<file path="src/rtl/pool_pkg.sv">
`default_nettype none

package pool_pkg;

	////////////////////////////////////////
	// map geometry
	////////////////////////////////////////

	// input map side
	localparam int LAYER_WIDTH = 8;
	// output map side
	localparam int POOL_WIDTH = LAYER_WIDTH / 2;
	localparam int CHANNELS = 4;
	localparam int DATA_WIDTH = 16;

	////////////////////////////////////////
	// counter and state widths
	////////////////////////////////////////

	localparam int COORD_WIDTH = $clog2(LAYER_WIDTH);
	localparam int PIXEL_COUNT = LAYER_WIDTH * LAYER_WIDTH;
	localparam int ADDR_WIDTH = $clog2(PIXEL_COUNT);
	localparam int STATE_WIDTH = 2;

	typedef logic signed [DATA_WIDTH-1:0] pixel_t;
	// channel k sits in slice k
	typedef pixel_t [CHANNELS-1:0] channel_bus_t;
	typedef logic [COORD_WIDTH-1:0] coord_t;

	localparam coord_t LAST_INDEX = coord_t'(LAYER_WIDTH - 1);

	typedef enum logic [STATE_WIDTH-1:0] {
		POOL_IDLE,
		POOL_FILL,
		POOL_SAVE
	} pool_state_t;

endpackage

`default_nettype wire

</file>
<file path="src/rtl/feature_map_ram.sv">
`default_nettype none

module feature_map_ram (
	input wire logic clk,
	input wire logic rst,
	input wire logic load_valid,
	input wire pool_pkg::channel_bus_t load_data,
	input wire pool_pkg::coord_t read_row,
	input wire pool_pkg::coord_t read_col,
	output pool_pkg::channel_bus_t pixel_data,
	output logic pixel_store_done
);
	import pool_pkg::*;

	channel_bus_t pixel_mem [PIXEL_COUNT];
	logic [ADDR_WIDTH-1:0] write_addr;
	logic [ADDR_WIDTH-1:0] read_addr;
	logic last_write;

	assign last_write = load_valid && (write_addr == ADDR_WIDTH'(PIXEL_COUNT - 1));

	always_ff @(posedge clk)
	begin
		if (load_valid)
		begin
			pixel_mem[write_addr] <= load_data;
		end
	end

	// raster write address, wraps after the last pixel
	always_ff @(posedge clk or posedge rst)
	begin
		if (rst)
		begin
			write_addr <= '0;
			pixel_store_done <= 1'b0;
		end
		else
		begin
			pixel_store_done <= last_write;
			if (last_write)
			begin
				write_addr <= '0;
			end
			else if (load_valid)
			begin
				write_addr <= write_addr + 1'b1;
			end
		end
	end

	assign read_addr = ADDR_WIDTH'(read_row) * ADDR_WIDTH'(LAYER_WIDTH) + ADDR_WIDTH'(read_col);
	assign pixel_data = pixel_mem[read_addr];

endmodule

`default_nettype wire

</file>
<file path="src/rtl/layer3_maxpool.sv">
`default_nettype none

module layer3_maxpool (
	input wire logic clk,
	input wire logic rst,
	input wire logic pixel_store_done,
	input wire pool_pkg::channel_bus_t pixel_data,
	output pool_pkg::coord_t read_row,
	output pool_pkg::coord_t read_col,
	output logic save_enable,
	output pool_pkg::coord_t output_row,
	output pool_pkg::coord_t output_col,
	output pool_pkg::channel_bus_t output_data,
	output logic pool_done
);
	import pool_pkg::*;

	pool_state_t state;
	pool_state_t next_state;

	logic col_clear;
	logic row_clear;
	logic row_keep;
	logic col_at_end;
	logic row_at_end;

	// window taps, bottom row is the row being read
	channel_bus_t tap_top_left;
	channel_bus_t tap_top_right;
	channel_bus_t tap_bottom_left;
	channel_bus_t tap_bottom_right;
	channel_bus_t line_out;

	// coordinates of tap_bottom_right
	coord_t tap_row;
	coord_t tap_col;

	////////////////////////////////////////
	// sequencer
	////////////////////////////////////////

	assign col_at_end = (read_col == LAST_INDEX);
	assign row_at_end = (read_row == LAST_INDEX);

	always_ff @(posedge clk or posedge rst)
	begin
		if (rst)
		begin
			state <= POOL_IDLE;
		end
		else
		begin
			state <= next_state;
		end
	end

	always_comb
	begin
		next_state = state;
		col_clear = col_at_end;
		row_clear = col_at_end && row_at_end;
		row_keep = !col_at_end;
		case (state)
			POOL_IDLE:
			begin
				col_clear = 1'b1;
				row_clear = 1'b1;
				if (pixel_store_done)
				begin
					next_state = POOL_FILL;
				end
			end
			// row 0 has no complete window
			POOL_FILL:
			begin
				if (col_at_end)
				begin
					next_state = POOL_SAVE;
				end
			end
			POOL_SAVE:
			begin
				if (pool_done)
				begin
					next_state = POOL_IDLE;
				end
			end
			default:
			begin
				next_state = POOL_IDLE;
			end
		endcase
	end

	step_counter read_col_counter (
		.clk(clk),
		.rst(rst),
		.clear(col_clear),
		.keep(1'b0),
		.count(read_col)
	);

	step_counter read_row_counter (
		.clk(clk),
		.rst(rst),
		.clear(row_clear),
		.keep(row_keep),
		.count(read_row)
	);

	////////////////////////////////////////
	// window
	////////////////////////////////////////

	always_ff @(posedge clk or posedge rst)
	begin
		if (rst)
		begin
			tap_bottom_right <= '0;
			tap_bottom_left <= '0;
			tap_top_right <= '0;
			tap_top_left <= '0;
			tap_row <= '0;
			tap_col <= '0;
		end
		else
		begin
			tap_bottom_right <= pixel_data;
			tap_bottom_left <= tap_bottom_right;
			tap_top_right <= line_out;
			tap_top_left <= tap_top_right;
			tap_row <= read_row;
			tap_col <= read_col;
		end
	end

	// two taps plus the delay span one row
	line_delay #(
		.DEPTH(LAYER_WIDTH - 2)
	) row_delay (
		.clk(clk),
		.rst(rst),
		.data_in(tap_bottom_left),
		.data_out(line_out)
	);

	window_max pool_max (
		.top_left(tap_top_left),
		.top_right(tap_top_right),
		.bottom_left(tap_bottom_left),
		.bottom_right(tap_bottom_right),
		.max_out(output_data)
	);

	// odd row and odd column close a 2x2 block
	assign save_enable = (state == POOL_SAVE) && tap_row[0] && tap_col[0];
	assign pool_done = save_enable && (tap_row == LAST_INDEX) && (tap_col == LAST_INDEX);
	assign output_row = tap_row >> 1;
	assign output_col = tap_col >> 1;

endmodule

`default_nettype wire

</file>
<file path="src/rtl/line_delay.sv">
`default_nettype none

module line_delay #(
	parameter int DEPTH = 6
) (
	input wire logic clk,
	input wire logic rst,
	input wire pool_pkg::channel_bus_t data_in,
	output pool_pkg::channel_bus_t data_out
);
	import pool_pkg::*;

	channel_bus_t stages [DEPTH];

	// one stage per cycle of delay
	always_ff @(posedge clk or posedge rst)
	begin
		if (rst)
		begin
			for (int i = 0; i < DEPTH; i++)
			begin
				stages[i] <= '0;
			end
		end
		else
		begin
			stages[0] <= data_in;
			for (int i = 1; i < DEPTH; i++)
			begin
				stages[i] <= stages[i-1];
			end
		end
	end

	assign data_out = stages[DEPTH-1];

endmodule

`default_nettype wire

</file>
<file path="src/rtl/pool_top.sv">
`default_nettype none

module pool_top (
	input wire logic clk,
	input wire logic rst,
	input wire logic load_valid,
	input wire pool_pkg::channel_bus_t load_data,
	output logic save_enable,
	output pool_pkg::coord_t output_row,
	output pool_pkg::coord_t output_col,
	output pool_pkg::channel_bus_t output_data,
	output logic pool_done
);
	import pool_pkg::*;

	coord_t read_row;
	coord_t read_col;
	channel_bus_t pixel_data;
	logic pixel_store_done;

	// pixel store
	feature_map_ram map_ram (
		.clk(clk),
		.rst(rst),
		.load_valid(load_valid),
		.load_data(load_data),
		.read_row(read_row),
		.read_col(read_col),
		.pixel_data(pixel_data),
		.pixel_store_done(pixel_store_done)
	);

	// starts itself on pixel_store_done
	layer3_maxpool pool_layer (
		.clk(clk),
		.rst(rst),
		.pixel_store_done(pixel_store_done),
		.pixel_data(pixel_data),
		.read_row(read_row),
		.read_col(read_col),
		.save_enable(save_enable),
		.output_row(output_row),
		.output_col(output_col),
		.output_data(output_data),
		.pool_done(pool_done)
	);

endmodule

`default_nettype wire

</file>
<file path="src/rtl/step_counter.sv">
`default_nettype none

module step_counter (
	input wire logic clk,
	input wire logic rst,
	input wire logic clear,
	input wire logic keep,
	output pool_pkg::coord_t count
);

	// clear wins over keep
	always_ff @(posedge clk or posedge rst)
	begin
		if (rst)
		begin
			count <= '0;
		end
		else if (clear)
		begin
			count <= '0;
		end
		else if (!keep)
		begin
			count <= count + 1'b1;
		end
	end

endmodule

`default_nettype wire

</file>
<file path="src/rtl/window_max.sv">
`default_nettype none

module window_max (
	input wire pool_pkg::channel_bus_t top_left,
	input wire pool_pkg::channel_bus_t top_right,
	input wire pool_pkg::channel_bus_t bottom_left,
	input wire pool_pkg::channel_bus_t bottom_right,
	output pool_pkg::channel_bus_t max_out
);
	import pool_pkg::*;

	// winners of the row pairs
	channel_bus_t top_max;
	channel_bus_t bottom_max;

	always_comb
	begin
		for (int k = 0; k < CHANNELS; k++)
		begin
			// signed compare, elements keep pixel_t
			if (top_left[k] > top_right[k])
			begin
				top_max[k] = top_left[k];
			end
			else
			begin
				top_max[k] = top_right[k];
			end
			if (bottom_left[k] > bottom_right[k])
			begin
				bottom_max[k] = bottom_left[k];
			end
			else
			begin
				bottom_max[k] = bottom_right[k];
			end
			if (top_max[k] > bottom_max[k])
			begin
				max_out[k] = top_max[k];
			end
			else
			begin
				max_out[k] = bottom_max[k];
			end
		end
	end

endmodule

`default_nettype wire

</file>
<file path="config.mk">
export PLATFORM = sky130hd
export DESIGN_NAME = pool_top
export DESIGN_NICKNAME = d
export VERILOG_FILES = /design/src/rtl/pool_pkg.sv /design/src/rtl/feature_map_ram.sv /design/src/rtl/layer3_maxpool.sv /design/src/rtl/line_delay.sv /design/src/rtl/pool_top.sv /design/src/rtl/step_counter.sv /design/src/rtl/window_max.sv
export SDC_FILE = /design/constraint.sdc
export NUM_CORES = 2
export LEC_CHECK = 0
export ABC_AREA = 1
export BUFFER_PORTS_ARGS = -buffer_cell sky130_fd_sc_hd__clkbuf_2
export CAP_MARGIN = 10
export CORE_MARGIN = 3
export CORE_UTILIZATION = 40
export DETAILED_ROUTE_END_ITERATION = 6
export PLACE_DENSITY = 0.57
export SLEW_MARGIN = 20
export SYNTH_ARGS = -nofsm -noshare
export SYNTH_HDL_FRONTEND = slang
export SYNTH_SLANG_ARGS = --single-unit
</file>
<file path="constraint.sdc">
create_clock -name clk -period 27 [get_ports clk]
set_clock_uncertainty 0.05 [all_clocks]
set_input_delay 4.05 -clock clk [delete_from_list [all_inputs] [get_ports clk]]
set_output_delay 4.05 -clock clk [all_outputs]
set_load 0.01 [all_outputs]
</file>
After elaboration in Yosys (flattened, before gate mapping)
Memories as Yosys holds them, arrays and structs flattened. A register that Yosys moved wholly into a read port is not among the register bits.
Index checks and enable logic that the tools add are counted.
{"block": "totals", "ff_bits": 597, "latchBits": 0, "ram_bits": 4096, "mem_bits_ro": 0, "input_bits": 67, "out_inout_bits": 72, "word_cells": 105, "mem_count": 1}
{"block": "classes", "n_addsub": 4, "multipliers": 0, "div_mod_pow": 0, "n_lt_le_gt_ge": 12, "n_eq_ne": 10, "shifts": 0, "mux": 25, "n_bitwise": 0, "reduce_logical": 10}
{"name": "map_ram.pixel_mem", "words": 64, "width": 64, "rd": 1, "rd_ports_with_merged_regs": 1, "write_ports": 1, "line": "feature_map_ram.sv:15", "source": "channel_bus_t pixel_mem [PIXEL_COUNT];"}
{"operator": "$gt A16 B16 Y1", "n": 12}
{"operator": "$mux W16", "n": 12}
{"operator": "$eq A3 B3 Y1 const B", "n": 4}
{"operator": "$mux W6", "n": 2}
{"operator": "$mux W3", "n": 3}
{"operator": "$add A3 B1 Y3 const B", "n": 2}
{"operator": "$add A6 B1 Y6 const B", "n": 1}
{"operator": "$add A6 B3 Y6", "n": 1}
{"operator": "$eq A6 B6 Y1 const B", "n": 1}
{"operator": "$logic_and A1 B1 Y1", "n": 6}
{"operator": "$mux W2", "n": 3}
{"operator": "$pmux W2 S3", "n": 1}
{"operator": "$mux W1", "n": 4}
{"operator": "$ne A2 B2 Y1 const B", "n": 2}
{"operator": "$reduce_bool A2 Y1", "n": 2}
{"operator": "$reduce_and A3 Y1", "n": 1}
{"operator": "$eq A2 B1 Y1 const B", "n": 1}
{"operator": "$eq A2 B2 Y1 const B", "n": 1}
{"operator": "$logic_not A2 Y1", "n": 1}
{"operator": "$ne A2 B1 Y1 const B", "n": 1}

Logic depth before layout (Yosys ltp)
{"block": "logic_depth", "depth_word": 7, "mapped_depth": 32, "mapped_depth_nobuf": 30}

Cells and area by module
A second synthesis with hierarchy kept.
{"block": "hier_totals", "hier_cells": 15739, "hier_area_um2": 190669.1}
{"mod": "feature_map_ram", "n_inst": 1, "cells_each": 13377, "area_each_um2": 164401.4, "seq_area_each_um2": 123173.1}
{"mod": "line_delay", "n_inst": 1, "cells_each": 449, "area_each_um2": 10093.4, "seq_area_each_um2": 9609.2}
{"mod": "window_max", "n_inst": 1, "cells_each": 1582, "area_each_um2": 9102.5, "seq_area_each_um2": 0.0}
{"mod": "layer3_maxpool", "n_inst": 1, "cells_each": 295, "area_each_um2": 6771.5, "seq_area_each_um2": 6606.3}
{"mod": "step_counter", "n_inst": 2, "cells_each": 18, "area_each_um2": 150.1, "seq_area_each_um2": 75.1}

Least setup slack after synthesis
Ideal clock, no wire load.
{"block": "synth_timing", "kind": "in2reg", "from": "in load_valid", "to": "mem map_ram.pixel_mem[47][0] in the netlist's numbering, enable pin", "setup_time_ps": 565, "arrival_ps": 8626, "t_required_ps": 26385, "setup_slack_ps": 17759, "stages": 4, "path_buffers": 0, "cell_sequence": "nand2_1 -> nor2_1 -> inv_1 -> nor3_1"}
{"block": "synth_between", "elab_chain_len": 2}
{"element": "start: declaration", "line": "pool_top.sv:6", "source": "input wire logic load_valid,"}
{"element": "$mux W1", "line": "feature_map_ram.sv:24", "source": "if (load_valid)"}
{"element": "$mux W1 (not written as such)", "line": "feature_map_ram.sv:26", "source": "pixel_mem[write_addr] <= load_data;"}
{"element": "end: declaration", "line": "feature_map_ram.sv:15"}
No other way between the ends.

==> summary.txt <==
Clocking
  • CTS buffer count: 479
  • Root buffer cell: clkbuf_16
  • CTS tree: done
  • Quantity of gates resized following cts: 0
  • Number of setup buffers added after CTS: 0
  • CTS Hold Bufs: 0
  • Insertion delay of the later-clocked pin in the worst-skew pair: 1.06 ns
  • CTS sink cnt: 4,757
  • Reg clk slew, reported paths: 0.06 ns
  • Htree depth: 5
  • Clk buf depth: 4

Cells and area
  • Share of layout cells above drive strength 1: 0.0794
  • Finished Core Util: 0.452
  • Post-layout nets: 14,800
  • P&R area growth vs syn: 12.3%

Worst setup path
  • Crit path max-delay family: simple AND/OR/NAND/NOR gates
  • R2R cell count: 13
  • Critical path arrival: 6.40 ns
  • Startpoint Class: flip-flop
  • Reg2Reg Setup Slack: 19.40 ns
  • CP bufs+invs: 3
  • CP peak stage delay: 0.68 ns
  • Required time worst endpoint: 22.90 ns
  • Critical Path Fanout Max: 17
  • Crit path cell chain: inv_1 -> ha_1 -> nand2_1 -> nor2_1 -> nand2_1 -> nor2_1 -> nand4_1 -> nand2_1 -> nand2_1 -> and2_1 -> ha_1 -> nand4_1 -> nor3_1 -> nand2_1 -> nand3_1 -> nand3_1 -> inv_1 -> nand3_1 -> nand2_1 -> clkbuf_2
  • CP max-delay cell: inv_1
  • Crit. End Element: output port
  • Worst R2R Start: pool_layer.read_col_counter.count[1]
  • Cell repeated most along the worst path: nand2_1
  • WS Path Type: reg2out
  • Reg2reg end: pool_layer.tap_bottom_right[20]

Die
  • Die height: 688 um
  • IO Pins: 139
  • Initial core utilization: 0.403
  • CORE AREA: 461,000 um2
  • Die area: 473,000 um2
  • Row cnt: 249
  • Die Width: 688 um

Route
  • Drt drc: 0
  • Post-Route WL: 572 mm
  • Met2 routed WL: 262 mm
  • Routed via count: 120,000
  • Avg WL per Cell: 27.1 um
  • First-pass DRT Iterations: 6
  • ANT nets after route: 0
  • Number of vias per cell: 5.69
  • Uppermost routed layer: met5
  • Met3 Wirelength: 50.0 mm
  • Initial DRC count: 14,300
  • Wire length on met1: 239 mm

STA
  • Final Setup Violations: 0
  • Relative slew slack: 0.215
  • Total negative setup slack: 0 ns
  • Max-slew violations: 0
  • Unrepaired setup endpoints after global routing: no
  • F_max: 95.2 MHz
  • Final period utilization: 0.389
  • Slew @ Worst Pin: 1.18 ns
  • Tmin final: 10.50 ns
  • Setup slack after layout: 16.50 ns
  • Final hold violations: 0
  • WHS: 0.253 ns

Yosys
  • Sequential-to-total area share from yosys stat: 0.751
  • Cells after synthesis: 14,500
  • Yosys cell types: 34
  • Main area contributors after synthesis: edfxtp_1 66%, dfrtp_1 8.9%, o21ai_0 5.2%
  • Warnings, synthesis: 0
  • Post-synth top area share: 0.662
  • Most common library cells after synthesis: 4,096 x edfxtp_1, 2,185 x nor2_1, 1,915 x o21ai_0
  • Synthesized cell area: 186,000 um2
  • Post-Syn Area per Cell: 12.8 um2
  • Count leader, synth: edfxtp_1
  • Async SR Flop Fraction: 0.139
  • Top FF cell, synth: edfxtp_1
  • EDFF count, synth: 4,096
  • Largest area contributor in the netlist: edfxtp_1
  • #FFs+latches synth: 4,757

Placement
  • Setup WS pre-CTS: 17.57 ns
  • Post-DP HPWL: 297 mm
  • I/O Buffers: 136
  • GPL Wtd Cong: 0.813

Flow run
  • Max-capacitance violation count: 0

Pwr
  • Combinational cell fraction of total power: 0.334
  • Pleak: 72.7 nW
  • Sw Share: 0.366
  • Clock power share: 0.282
  • Worst vdd ir: 0.121 mV
  • Psw: 8.54 mW
  • Sequential power share: 0.384
  • Pwr dens: 112 nW/um2
  • Design Power: 23.4 mW
  • Internal: 14.8 mW

Global routing
  • Largest net degree at the start of global routing: 256
  • GRT Overall Usage: 0.236
  • Congestion Overflow GR: 0
  • First-pass GRT wire length: 816 mm
  • Vias in the first global route: 111,000
  • Initial antenna violation count: 80

Min path
  • WHS Path Cells: 0
  • Worst Hold End: pool_layer.row_delay.stages[114]
  • Worst min path class: reg2reg
  • Hold Startpoint: pool_layer.row_delay.stages[178]

Outcome
  • Status: finished, final reports clean
## kinds of logic (layout without fill, tap and decap cells)
kind of cell,Yosys count,count (layout),share of synthesized area
AO/OA/AOI/OAI,3182,3182,0.0928
XOR/XNOR,1,1,0.0000471
buffers and inverters,1320,1683,0.0303
other,1,39,0.0000202
flip-flops,4757,4757,0.751
AND/OR/NAND/NOR,5073,5073,0.113
adder cells (fa/ha/maj),197,197,0.0133
## routing by layer
layer | track usage | vias up
met4 | 0.0790 | 24
li1 | - | 52800
met1 | 0.332 | 60600
met5 | 0 | -
met3 | 0.0404 | 963
met2 | 0.372 | 5565
## how the worst max path moves through the flow
stage	slack (ns)	from	cells past startpoint	to
3_3_place_gp	17.64	pool_layer.tap_top_right[31]	21	output_data[17]
5_1_grt	15.71	pool_layer.tap_top_right[15]	20	output_data[13]
3_5_place_dp	17.57	pool_layer.tap_top_right[15]	20	output_data[13]
6_report	16.50	pool_layer.tap_top_right[31]	20	output_data[18]
4_1_cts	16.43	pool_layer.tap_top_right[31]	20	output_data[19]
2_1_floorplan	4.38	rst	1	map_ram.pixel_store_done
## power by group through the flow
stage | combinational [mW] | sequential, mW | clock [mW]
floorplan | 5.19 | 9.03 | 0
global placement | 7.77 | 9.11 | 0
detailed placement | 7.76 | 9.14 | 0
CTS | 7.78 | 8.99 | 6.69
global route | 8.71 | 9.05 | 6.99
finish | 7.79 | 8.97 | 6.59
## stage by stage
stage	area, um2	cells
after floorplan	186000	14500
after global routing	209000	21100
after CTS	209000	21000
final	209000	21100
after global placement	193000	20100
after detailed placement	193000	20200
## layout make-up
cell class / instances / area, um2
multi-input cells: 8455 / 41200
fillers: 41200 / 253000
well taps: 6149 / 7690
repair buffers: 413 / 3080
clock inverters: 277 / 2640
inverters: 382 / 1490
diodes: 37 / 92.6
clock buffers: 611 / 12900
flip-flops and latches: 4757 / 140000
## placed cells by master (no fill, tap or decap), types with 62 or more instances in the layout
cell type  Yosys  final
nand2_1     1532   1532
clkbuf_2      10     93
ha_1         197    197
nand3_1     1138   1138
buf_4         57    265
o22ai_1     1024   1024
a21oi_1       70     70
nand4_1       80     80
clkbuf_16      0    489
clkinv_2       0    102
dfrtp_1      661    655
o21ai_0     1915   1915
nor2_4         0     62
clkinv_1       1     94
inv_1        378    375
and2_1       128    128
edfxtp_1    4096   4096
clkbuf_1     567    101
nor2_1      2185   2123
o21ai_1      156    156
## registers in the layout (all words and copies together) (netlist names), 6 cells and up
register,flops
map_ram.pixel_mem,4096
pool_layer.row_delay.stages,320
pool_layer.row_delay.data_out,64
pool_layer.tap_bottom_left,64
pool_layer.tap_bottom_right,64
pool_layer.tap_top_left,64
pool_layer.tap_top_right,64
map_ram.write_addr,6
(Power assumes the default switching activity.)
